--- config.mk ---
export PLATFORM = sky130hd
export DESIGN_NAME = bp_top
export DESIGN_NICKNAME = d
export VERILOG_FILES = /design/src/common/bp_pkg.sv /design/src/hw/bp_top.sv /design/src/tage/update_ctrl.sv /design/src/tage/predict_select.sv /design/src/tage/tagged_table.sv /design/src/tage/base_table.sv /design/src/hw/branch_history.sv
export SDC_FILE = /design/constraint.sdc
export NUM_CORES = 1
export LEC_CHECK = 0
export BUFFER_PORTS_ARGS = -buffer_cell sky130_fd_sc_hd__buf_2
export CAP_MARGIN = 25
export CORE_MARGIN = 3
export CORE_UTILIZATION = 60
export DETAILED_ROUTE_END_ITERATION = 12
export PLACE_DENSITY_LB_ADDON = 0.2
export SETUP_SLACK_MARGIN = 0.5
export SLEW_MARGIN = 20
export SYNTH_ARGS = -nofsm -noshare
export SYNTH_HDL_FRONTEND = slang
export SYNTH_SLANG_ARGS = --single-unit
export TNS_END_PERCENT = 1
--- constraint.sdc ---
create_clock -name clk -period 5.04 [get_ports clk]
set_clock_uncertainty 0.1 [all_clocks]
set_input_delay 0.756 -clock clk [delete_from_list [all_inputs] [get_ports clk]]
set_output_delay 0.756 -clock clk [all_outputs]
set_load 0.01 [all_outputs]
--- src/common/bp_pkg.sv ---
package bp_pkg;

	// conditional branch opcodes from decode
	typedef logic [5:0] alu_op_t;

	localparam alu_op_t OP_BEQ = 6'b001011;
	localparam alu_op_t OP_BLT = 6'b001100;
	localparam alu_op_t OP_BGE = 6'b001101;

	localparam int PC_W = 32;
	typedef logic [PC_W-1:0] pc_t;

	// upper bounds for struct fields, module parameters stay below these
	localparam int MAX_IDX_W = 8;
	localparam int TAG_W = 4;
	localparam int MAX_HIST = 32;

	// bimodal counter, starts weakly taken
	typedef logic [1:0] ctr2_t;
	localparam ctr2_t BASE_INIT = 2'd2;

	// tagged counter
	typedef logic [2:0] ctr3_t;
	localparam ctr3_t CTR3_TAKEN_MIN = 3'd4;
	localparam ctr3_t ALLOC_TAKEN = 3'd4;
	localparam ctr3_t ALLOC_NOT_TAKEN = 3'd3;

	typedef enum logic [1:0] {
		PROV_BASE = 2'd0,
		PROV_T1 = 2'd1,
		PROV_T2 = 2'd2
	} provider_e;

	typedef struct packed {
		logic valid;
		logic [TAG_W-1:0] tag;
		ctr3_t ctr;
	} tage_entry_t;

	typedef struct packed {
		logic hit;
		ctr3_t ctr;
	} tag_lookup_t;

	// one predicted branch, held until its resolve
	typedef struct packed {
		logic valid;
		logic [MAX_IDX_W-1:0] base_idx;
		logic [MAX_IDX_W-1:0] t1_idx;
		logic [TAG_W-1:0] t1_tag;
		logic [MAX_IDX_W-1:0] t2_idx;
		logic [TAG_W-1:0] t2_tag;
		provider_e provider;
		logic pred_taken;
		// base counter sits in the low two bits
		ctr3_t prov_ctr;
	} branch_rec_t;

	function automatic ctr2_t ctr2_next(input ctr2_t c, input logic up);
		if (up && (c != 2'd3))
			return c + 2'd1;
		else if (!up && (c != 2'd0))
			return c - 2'd1;
		return c;
	endfunction

	function automatic ctr3_t ctr3_next(input ctr3_t c, input logic up);
		if (up && (c != 3'd7))
			return c + 3'd1;
		else if (!up && (c != 3'd0))
			return c - 3'd1;
		return c;
	endfunction

	// xor the lowest len history bits down to width bits, chunk by chunk
	function automatic logic [MAX_IDX_W-1:0] fold_hist(input logic [MAX_HIST-1:0] hist,
			input int len, input int width);
		logic [MAX_IDX_W-1:0] res;
		res = '0;
		for (int i = 0; i < MAX_HIST; i++) begin
			if (i < len)
				res[i % width] = res[i % width] ^ hist[i];
		end
		return res;
	endfunction

endpackage
--- src/hw/bp_top.sv ---
`timescale 1ns/1ps

module bp_top #(
	parameter int BASE_IDX_W = 6,
	parameter int TAG_IDX_W = 5,
	parameter int T1_HIST = 8,
	parameter int T2_HIST = 16
) (
	input logic clk,
	input logic rst_n,
	input bp_pkg::alu_op_t i_alu_op,
	input bp_pkg::pc_t i_pc,
	input bp_pkg::pc_t i_imm,
	input logic i_resolve,
	input logic i_taken,
	output logic o_pred_taken,
	output bp_pkg::pc_t o_next_pc
);

	import bp_pkg::*;

	// lookup side
	logic [BASE_IDX_W-1:0] base_idx;
	logic [TAG_IDX_W-1:0] t1_idx;
	logic [TAG_IDX_W-1:0] t2_idx;
	logic [TAG_W-1:0] t1_tag;
	logic [TAG_W-1:0] t2_tag;
	ctr2_t base_ctr;
	tag_lookup_t t1_lookup;
	tag_lookup_t t2_lookup;
	logic is_branch;
	provider_e provider;

	// update side
	logic base_wr_en;
	logic [BASE_IDX_W-1:0] base_wr_idx;
	ctr2_t base_wr_ctr;
	logic t1_wr_en;
	logic [TAG_IDX_W-1:0] t1_wr_idx;
	tage_entry_t t1_wr_entry;
	logic t2_wr_en;
	logic [TAG_IDX_W-1:0] t2_wr_idx;
	tage_entry_t t2_wr_entry;

	// bimodal index skips the byte offset
	assign base_idx = i_pc[2 +: BASE_IDX_W];

	branch_history #(
		.TAG_IDX_W(TAG_IDX_W),
		.T1_HIST(T1_HIST),
		.T2_HIST(T2_HIST)
	) u_hist (
		.clk(clk),
		.rst_n(rst_n),
		.i_resolve(i_resolve),
		.i_taken(i_taken),
		.i_pc(i_pc),
		.o_t1_idx(t1_idx),
		.o_t1_tag(t1_tag),
		.o_t2_idx(t2_idx),
		.o_t2_tag(t2_tag)
	);

	base_table #(.BASE_IDX_W(BASE_IDX_W)) u_base (
		.clk(clk),
		.rst_n(rst_n),
		.i_rd_idx(base_idx),
		.o_ctr(base_ctr),
		.i_wr_en(base_wr_en),
		.i_wr_idx(base_wr_idx),
		.i_wr_ctr(base_wr_ctr)
	);

	tagged_table #(.TAG_IDX_W(TAG_IDX_W)) u_t1 (
		.clk(clk),
		.rst_n(rst_n),
		.i_rd_idx(t1_idx),
		.i_rd_tag(t1_tag),
		.o_lookup(t1_lookup),
		.i_wr_en(t1_wr_en),
		.i_wr_idx(t1_wr_idx),
		.i_wr_entry(t1_wr_entry)
	);

	tagged_table #(.TAG_IDX_W(TAG_IDX_W)) u_t2 (
		.clk(clk),
		.rst_n(rst_n),
		.i_rd_idx(t2_idx),
		.i_rd_tag(t2_tag),
		.o_lookup(t2_lookup),
		.i_wr_en(t2_wr_en),
		.i_wr_idx(t2_wr_idx),
		.i_wr_entry(t2_wr_entry)
	);

	predict_select u_sel (
		.i_alu_op(i_alu_op),
		.i_pc(i_pc),
		.i_imm(i_imm),
		.i_base_ctr(base_ctr),
		.i_t1(t1_lookup),
		.i_t2(t2_lookup),
		.o_is_branch(is_branch),
		.o_provider(provider),
		.o_pred_taken(o_pred_taken),
		.o_next_pc(o_next_pc)
	);

	update_ctrl #(
		.BASE_IDX_W(BASE_IDX_W),
		.TAG_IDX_W(TAG_IDX_W)
	) u_upd (
		.clk(clk),
		.rst_n(rst_n),
		.i_is_branch(is_branch),
		.i_provider(provider),
		.i_pred_taken(o_pred_taken),
		.i_base_idx(base_idx),
		.i_t1_idx(t1_idx),
		.i_t1_tag(t1_tag),
		.i_t2_idx(t2_idx),
		.i_t2_tag(t2_tag),
		.i_base_ctr(base_ctr),
		.i_t1(t1_lookup),
		.i_t2(t2_lookup),
		.i_resolve(i_resolve),
		.i_taken(i_taken),
		.o_base_wr_en(base_wr_en),
		.o_base_wr_idx(base_wr_idx),
		.o_base_wr_ctr(base_wr_ctr),
		.o_t1_wr_en(t1_wr_en),
		.o_t1_wr_idx(t1_wr_idx),
		.o_t1_wr_entry(t1_wr_entry),
		.o_t2_wr_en(t2_wr_en),
		.o_t2_wr_idx(t2_wr_idx),
		.o_t2_wr_entry(t2_wr_entry)
	);

endmodule

--- src/tage/update_ctrl.sv ---
`timescale 1ns/1ps

module update_ctrl #(
	parameter int BASE_IDX_W = 6,
	parameter int TAG_IDX_W = 5
) (
	input logic clk,
	input logic rst_n,
	input logic i_is_branch,
	input bp_pkg::provider_e i_provider,
	input logic i_pred_taken,
	input logic [BASE_IDX_W-1:0] i_base_idx,
	input logic [TAG_IDX_W-1:0] i_t1_idx,
	input logic [bp_pkg::TAG_W-1:0] i_t1_tag,
	input logic [TAG_IDX_W-1:0] i_t2_idx,
	input logic [bp_pkg::TAG_W-1:0] i_t2_tag,
	input bp_pkg::ctr2_t i_base_ctr,
	input bp_pkg::tag_lookup_t i_t1,
	input bp_pkg::tag_lookup_t i_t2,
	input logic i_resolve,
	input logic i_taken,
	output logic o_base_wr_en,
	output logic [BASE_IDX_W-1:0] o_base_wr_idx,
	output bp_pkg::ctr2_t o_base_wr_ctr,
	output logic o_t1_wr_en,
	output logic [TAG_IDX_W-1:0] o_t1_wr_idx,
	output bp_pkg::tage_entry_t o_t1_wr_entry,
	output logic o_t2_wr_en,
	output logic [TAG_IDX_W-1:0] o_t2_wr_idx,
	output bp_pkg::tage_entry_t o_t2_wr_entry
);

	import bp_pkg::*;

	branch_rec_t rec_d;
	branch_rec_t rec_q;
	logic upd;
	logic mispred;
	ctr3_t alloc_ctr;

	// snapshot of the branch being predicted now
	always_comb begin
		rec_d.valid = 1'b1;
		rec_d.base_idx = MAX_IDX_W'(i_base_idx);
		rec_d.t1_idx = MAX_IDX_W'(i_t1_idx);
		rec_d.t1_tag = i_t1_tag;
		rec_d.t2_idx = MAX_IDX_W'(i_t2_idx);
		rec_d.t2_tag = i_t2_tag;
		rec_d.provider = i_provider;
		rec_d.pred_taken = i_pred_taken;
		case (i_provider)
			PROV_T2: rec_d.prov_ctr = i_t2.ctr;
			PROV_T1: rec_d.prov_ctr = i_t1.ctr;
			default: rec_d.prov_ctr = {1'b0, i_base_ctr};
		endcase
	end

	// a new branch overrides the clear from a resolve in the same edge
	always_ff @(posedge clk or negedge rst_n) begin
		if (!rst_n)
			rec_q <= '0;
		else if (i_is_branch)
			rec_q <= rec_d;
		else if (i_resolve)
			rec_q.valid <= 1'b0;
	end

	assign upd = i_resolve && rec_q.valid;
	assign mispred = rec_q.pred_taken != i_taken;
	assign alloc_ctr = i_taken ? ALLOC_TAKEN : ALLOC_NOT_TAKEN;

	// provider step, plus allocation one table up on a miss
	always_comb begin
		o_base_wr_en = upd && (rec_q.provider == PROV_BASE);
		o_base_wr_idx = rec_q.base_idx[BASE_IDX_W-1:0];
		o_base_wr_ctr = ctr2_next(rec_q.prov_ctr[1:0], i_taken);

		o_t1_wr_en = upd && ((rec_q.provider == PROV_T1) ||
			((rec_q.provider == PROV_BASE) && mispred));
		o_t1_wr_idx = rec_q.t1_idx[TAG_IDX_W-1:0];
		o_t1_wr_entry.valid = 1'b1;
		o_t1_wr_entry.tag = rec_q.t1_tag;
		if (rec_q.provider == PROV_T1)
			o_t1_wr_entry.ctr = ctr3_next(rec_q.prov_ctr, i_taken);
		else
			o_t1_wr_entry.ctr = alloc_ctr;

		// t2 is the longest table, nothing above it to allocate into
		o_t2_wr_en = upd && ((rec_q.provider == PROV_T2) ||
			((rec_q.provider == PROV_T1) && mispred));
		o_t2_wr_idx = rec_q.t2_idx[TAG_IDX_W-1:0];
		o_t2_wr_entry.valid = 1'b1;
		o_t2_wr_entry.tag = rec_q.t2_tag;
		if (rec_q.provider == PROV_T2)
			o_t2_wr_entry.ctr = ctr3_next(rec_q.prov_ctr, i_taken);
		else
			o_t2_wr_entry.ctr = alloc_ctr;
	end

endmodule

--- src/tage/predict_select.sv ---
`timescale 1ns/1ps

module predict_select (
	input bp_pkg::alu_op_t i_alu_op,
	input bp_pkg::pc_t i_pc,
	input bp_pkg::pc_t i_imm,
	input bp_pkg::ctr2_t i_base_ctr,
	input bp_pkg::tag_lookup_t i_t1,
	input bp_pkg::tag_lookup_t i_t2,
	output logic o_is_branch,
	output bp_pkg::provider_e o_provider,
	output logic o_pred_taken,
	output bp_pkg::pc_t o_next_pc
);

	import bp_pkg::*;

	logic prov_taken;

	// conditional branches only
	assign o_is_branch = (i_alu_op == OP_BEQ) || (i_alu_op == OP_BLT) ||
		(i_alu_op == OP_BGE);

	// longest history that hits wins
	always_comb begin
		if (i_t2.hit) begin
			o_provider = PROV_T2;
			prov_taken = i_t2.ctr >= CTR3_TAKEN_MIN;
		end else if (i_t1.hit) begin
			o_provider = PROV_T1;
			prov_taken = i_t1.ctr >= CTR3_TAKEN_MIN;
		end else begin
			o_provider = PROV_BASE;
			// upper half of the 2-bit range
			prov_taken = i_base_ctr[1];
		end
	end

	// anything that is not a branch falls through
	assign o_pred_taken = o_is_branch && prov_taken;

	assign o_next_pc = o_pred_taken ? (i_pc + i_imm) : i_pc;

endmodule

--- src/tage/tagged_table.sv ---
`timescale 1ns/1ps

module tagged_table #(
	parameter int TAG_IDX_W = 5
) (
	input logic clk,
	input logic rst_n,
	input logic [TAG_IDX_W-1:0] i_rd_idx,
	input logic [bp_pkg::TAG_W-1:0] i_rd_tag,
	output bp_pkg::tag_lookup_t o_lookup,
	input logic i_wr_en,
	input logic [TAG_IDX_W-1:0] i_wr_idx,
	input bp_pkg::tage_entry_t i_wr_entry
);

	import bp_pkg::*;

	localparam int DEPTH = 2 ** TAG_IDX_W;

	// valid bits kept apart from the entry payload
	logic [DEPTH-1:0] valid_q;
	logic [TAG_W-1:0] tag_q [DEPTH];
	ctr3_t ctr_q [DEPTH];

	always_ff @(posedge clk or negedge rst_n) begin
		if (!rst_n)
			valid_q <= '0;
		else if (i_wr_en)
			valid_q[i_wr_idx] <= i_wr_entry.valid;
	end

	// whole entry rewritten, both for a counter step and an allocation
	always_ff @(posedge clk) begin
		if (i_wr_en) begin
			tag_q[i_wr_idx] <= i_wr_entry.tag;
			ctr_q[i_wr_idx] <= i_wr_entry.ctr;
		end
	end

	// hit needs a live entry and matching tag
	always_comb begin
		o_lookup.hit = valid_q[i_rd_idx] && (tag_q[i_rd_idx] == i_rd_tag);
		o_lookup.ctr = ctr_q[i_rd_idx];
	end

endmodule

--- src/tage/base_table.sv ---
`timescale 1ns/1ps

module base_table #(
	parameter int BASE_IDX_W = 6
) (
	input logic clk,
	input logic rst_n,
	input logic [BASE_IDX_W-1:0] i_rd_idx,
	output bp_pkg::ctr2_t o_ctr,
	input logic i_wr_en,
	input logic [BASE_IDX_W-1:0] i_wr_idx,
	input bp_pkg::ctr2_t i_wr_ctr
);

	import bp_pkg::*;

	localparam int DEPTH = 2 ** BASE_IDX_W;

	ctr2_t ctr_q [DEPTH];

	// every counter starts weakly taken
	always_ff @(posedge clk or negedge rst_n) begin
		if (!rst_n) begin
			for (int i = 0; i < DEPTH; i++)
				ctr_q[i] <= BASE_INIT;
		end else if (i_wr_en) begin
			ctr_q[i_wr_idx] <= i_wr_ctr;
		end
	end

	// read sees the old value during a write cycle
	assign o_ctr = ctr_q[i_rd_idx];

endmodule

--- src/hw/branch_history.sv ---
`timescale 1ns/1ps

module branch_history #(
	parameter int TAG_IDX_W = 5,
	parameter int T1_HIST = 8,
	parameter int T2_HIST = 16
) (
	input logic clk,
	input logic rst_n,
	input logic i_resolve,
	input logic i_taken,
	input bp_pkg::pc_t i_pc,
	output logic [TAG_IDX_W-1:0] o_t1_idx,
	output logic [bp_pkg::TAG_W-1:0] o_t1_tag,
	output logic [TAG_IDX_W-1:0] o_t2_idx,
	output logic [bp_pkg::TAG_W-1:0] o_t2_tag
);

	import bp_pkg::*;

	// newest outcome at bit 0
	logic [T2_HIST-1:0] hist_q;
	logic [MAX_HIST-1:0] hist_ext;

	// folds at full bound width, sliced below
	logic [MAX_IDX_W-1:0] t1_idx_fold;
	logic [MAX_IDX_W-1:0] t1_tag_fold;
	logic [MAX_IDX_W-1:0] t2_idx_fold;
	logic [MAX_IDX_W-1:0] t2_tag_fold;

	// one shift per resolved branch
	always_ff @(posedge clk or negedge rst_n) begin
		if (!rst_n)
			hist_q <= '0;
		else if (i_resolve)
			hist_q <= {hist_q[T2_HIST-2:0], i_taken};
	end

	assign hist_ext = MAX_HIST'(hist_q);

	// tables differ only in how much history gets folded in
	assign t1_idx_fold = fold_hist(hist_ext, T1_HIST, TAG_IDX_W);
	assign t1_tag_fold = fold_hist(hist_ext, T1_HIST, TAG_W);
	assign t2_idx_fold = fold_hist(hist_ext, T2_HIST, TAG_IDX_W);
	assign t2_tag_fold = fold_hist(hist_ext, T2_HIST, TAG_W);

	// index from the pc bits just above the byte offset
	assign o_t1_idx = i_pc[2 +: TAG_IDX_W] ^ t1_idx_fold[TAG_IDX_W-1:0];
	assign o_t2_idx = i_pc[2 +: TAG_IDX_W] ^ t2_idx_fold[TAG_IDX_W-1:0];

	// tag from the next pc bits up, so it adds information the index lacks
	assign o_t1_tag = i_pc[2 + TAG_IDX_W +: TAG_W] ^ t1_tag_fold[TAG_W-1:0];
	assign o_t2_tag = i_pc[2 + TAG_IDX_W +: TAG_W] ^ t2_tag_fold[TAG_W-1:0];

endmodule

==> results.sh <==
export IMPL_num_rows=82
export IMPL_start_util=0.6150
export IMPL_cp_required_ps=4180
export IMPL_gp_congestion=0.8965
export IMPL_ys_flop_type="edfxtp_1"
export IMPL_seq_area_frac_synth=0.6248
export IMPL_p_leak_nw=14.47
export IMPL_yosysWarnings=0
export IMPL_seq_area_um2=19520
export IMPL_crit_path_end_kind="primary output"
export IMPL_antenna_found_initial=0
export IMPL_critPathArrivalTime_ps=4540
export IMPL_fin_ws_ps=-351.1
export IMPL_cts_buffers=69
export IMPL_status="finished, violations left"
export IMPL_grt_max_degree=122
export IMPL_clk_path_buf_depth=3
export IMPL_synth_edf_count=448
export IMPL_crit_fanout=15
export IMPL_io_buffers=106
export IMPL_finalSetupTns_ps=-9866
export IMPL_cts_tree="built"
export IMPL_drt_iter0_drc=2157
export IMPL_drt_first_pass_iters=6
export IMPL_cts_sinks=687
export IMPL_clk_pin_slew_ps=60
export IMPL_path_common_cell="buf_12"
export IMPL_synthArstFlopShare=0.3479
export IMPL_die_h_um=234.2
export IMPL_n_fill_cell=3190
export IMPL_hold_ws_ps=108.0
export IMPL_avgSynthCellArea_um2=14.22
export IMPL_slowest_stage="xnor3_2"
export IMPL_critical_path_class="flop to primary output"
export IMPL_grt_pass1_vias=20570
export IMPL_max_stage_delay_ps=500
export IMPL_via_count=20160
export IMPL_wl_per_cell_um=25.09
export IMPL_track_usage=0.2929
export IMPL_gr_total_overflow=0
export IMPL_crit_chain="xnor3_2 -> xnor2_4 -> buf_12 -> nand2_1 -> and3_1 -> a2111oi_4 -> nor4_1 -> o41ai_2 -> buf_4 -> o2111a_2 -> mux2i_4 -> buf_12 -> buf_16 -> mux2_2 -> buf_2"
export IMPL_syn_inst=2196
export IMPL_die_area_um2=54830
export IMPL_ant_nets=0
export IMPL_yosysUniqueCellTypes=75
export IMPL_viasPerCell=6.367
export IMPL_routed_wl_um=79450
export IMPL_grt_first_pass_wirelength_um=120600
export IMPL_final_period_utilization=1.070
export IMPL_worst_pin_slew_ps=1109
export IMPL_max_freq_mhz=185.5
export IMPL_n_antenna_cell=0
export IMPL_multi_input_area_um2=11490
export IMPL_insertion_delay_ps=620
export IMPL_drive_gt1_frac=0.3543
export IMPL_violations="negative setup slack"
export IMPL_p_total_mw=22.03
export IMPL_dpl_hpwl_um=51700
export IMPL_io_pins=107
export IMPL_h_tree_depth=3
export IMPL_p_per_area_nw_per_um2=602.4
export IMPL_start_kind="flop"
export IMPL_final_max_slew_viol_count=0
export IMPL_fin_util=0.7201
export IMPL_synth_nets=2303
export IMPL_drc=0
export IMPL_ys_ff_latch=687
export IMPL_setup_violations=33
export IMPL_cts_root_buffer="clkbuf_16"
export IMPL_hold_buffers=0
export IMPL_dpl_worst_slack_ps=-332.1
export IMPL_hold_viol=0
export IMPL_syn_area_um2=31230
export IMPL_rsz0062_at_grt="yes"
export IMPL_min_period_ps=5391
export IMPL_final_nets=2545
export IMPL_hp_class="primary input to async pin"
export IMPL_peakVddDrop_mv=0.4165
export IMPL_area_growth_pct=17.10
export IMPL_fp_dieW_um=234.2
export IMPL_maxSlewHeadroom=0.2610
export IMPL_max_cap_violations=0
export IMPL_core_um2=50790
==> where the power goes <==
part | total [mW] | internal (mW) | switching [mW]
clock network | 5.14 | 2.98 | 2.16
registers | 7.01 | 6.58 | 0.428
logic | 9.89 | 4.41 | 5.47
==> path summary, 6_finish.rpt <==
check                                      start          endpoint  slack [ps]  cells past startpoint
worst min-delay path                       rst_n   u_base.ctr_q[6]         110                      1
worst max register to register  u_hist.hist_q[0]    u_upd.rec_q[0]         960                     15
worst min register to register   u_t1.valid_q[1]   u_t1.valid_q[1]         370                      1
worst max-delay path            u_hist.hist_q[7]      o_next_pc[0]        -350                     15
min in group clk                 u_t1.valid_q[1]   u_t1.valid_q[1]         370                      1
max in group asynchronous                  rst_n  u_hist.hist_q[1]        3510                      2
==> per-stage QoR <==
stage               cell area (um^2)  instances
floorplan                      31310       2196
global placement               33590       3014
detailed placement             33630       3016
CTS                            36380       3159
global route                   36570       3167
finish                         36570       3167
==> timing repair <==
item / CTS / global route
setup buffers: 11 / 2
gates resized for setup: 47 / 16
pin swaps: 12 / 5
gates cloned: 4 / 1
setup endpoints to repair: 33 / 33
==> layout by cell type, fill, tap and decap left out, drive strengths merged, types with 22 or more instances in the layout <==
master  count
xor2       22
ha         31
nand3      78
nand2     313
clkinv     26
buf       279
mux4      110
clkbuf     91
nor2      149
o21ai      42
and3       26
mux2i      48
dfrtp     175
xnor2      51
edfxtp    448
dfstp      64
mux2      182
or2        71
a21oi      45
==> layout make-up <==
| class | instances | area share |
|---|---|---|
| Timing Repair Buffer | 281 | 0.06517 |
| Clock inverter | 38 | 0.009648 |
| Tap cell | 672 | 0.02299 |
| Inverter | 15 | 0.001540 |
| Multi-Input combinational cell | 1384 | 0.3141 |
| Sequential cell | 687 | 0.5337 |
| Clock buffer | 90 | 0.05279 |
==> metal layers <==
layer  vias up  GRT usage  routed length [um]
li1       8708          -                   -
met1     10220     0.3934               31030
met2      1016     0.4760               38920
met3       223    0.05041                5840
met4         0     0.1306                3654
met5         -          0                   0
==> cells in the mapped netlist (all sizes together), types with 6 or more instances <==
cell type / count / area (um^2)
a21o: 15 / 112.6
nor3: 8 / 40.04
o22ai: 9 / 56.30
xor2: 22 / 211.5
dfrtp: 175 / 4379
clkbuf: 60 / 225.2
and3: 26 / 162.7
a31oi: 8 / 50.05
edfxtp: 448 / 13450
mux2: 182 / 2147
xnor2: 51 / 480.5
ha: 31 / 387.9
o211ai: 6 / 50.05
a2111oi: 9 / 78.83
mux2i: 48 / 493.0
a21oi: 45 / 229.0
inv: 15 / 56.30
nand3b: 6 / 45.04
dfstp: 64 / 1682
a32oi: 16 / 140.1
o31a: 6 / 52.55
buf: 51 / 315.3
nor2b: 9 / 56.30
a22oi: 6 / 45.04
mux4: 110 / 2477
nand2b: 13 / 81.33
a311oi: 10 / 87.58
a211oi: 11 / 82.58
o31ai: 9 / 67.56
nand2: 313 / 1175
o21ai: 42 / 210.2
nand3: 78 / 390.4
nand4: 14 / 87.58
or2: 71 / 444.2
nor2: 149 / 559.3
==> state kept, by name, summed over array words and instances (netlist names) <==
register	flops
u_upd.o_t1_wr_idx	5
u_upd.o_base_wr_idx	6
u_t2.ctr_q	96
u_t1.ctr_q	96
u_base.ctr_q	128
u_t1.valid_q	32
u_t2.tag_q	128
u_upd.o_t1_wr_entry	4
u_t1.tag_q	128
u_upd.o_t2_wr_entry	4
u_hist.hist_q	16
u_upd.o_t2_wr_idx	5
u_t2.valid_q	32
u_upd.rec_q	7
==> logic make-up (layout without fill, tap and decap cells) <==
kind of cell | Yosys count | after routing | synth area share
simple gates | 709 | 709 | 0.1026
flops | 687 | 687 | 0.6248
mux | 340 | 340 | 0.1639
compound gates | 220 | 220 | 0.04852
buf+inv | 126 | 424 | 0.01911
xor+xnor | 79 | 80 | 0.02672
fa+ha+maj | 35 | 35 | 0.01434
==> worst max-delay path, delay by kind of cell, from the launching register on <==
| kind | cells | cell delay (ps) |
|---|---|---|
| flops | 1 | 400 |
| mux | 2 | 600 |
| buf+inv | 5 | 820 |
| compound gates | 3 | 980 |
| simple gates | 3 | 410 |
| xor+xnor | 2 | 710 |
(Power assumes the default switching activity.)
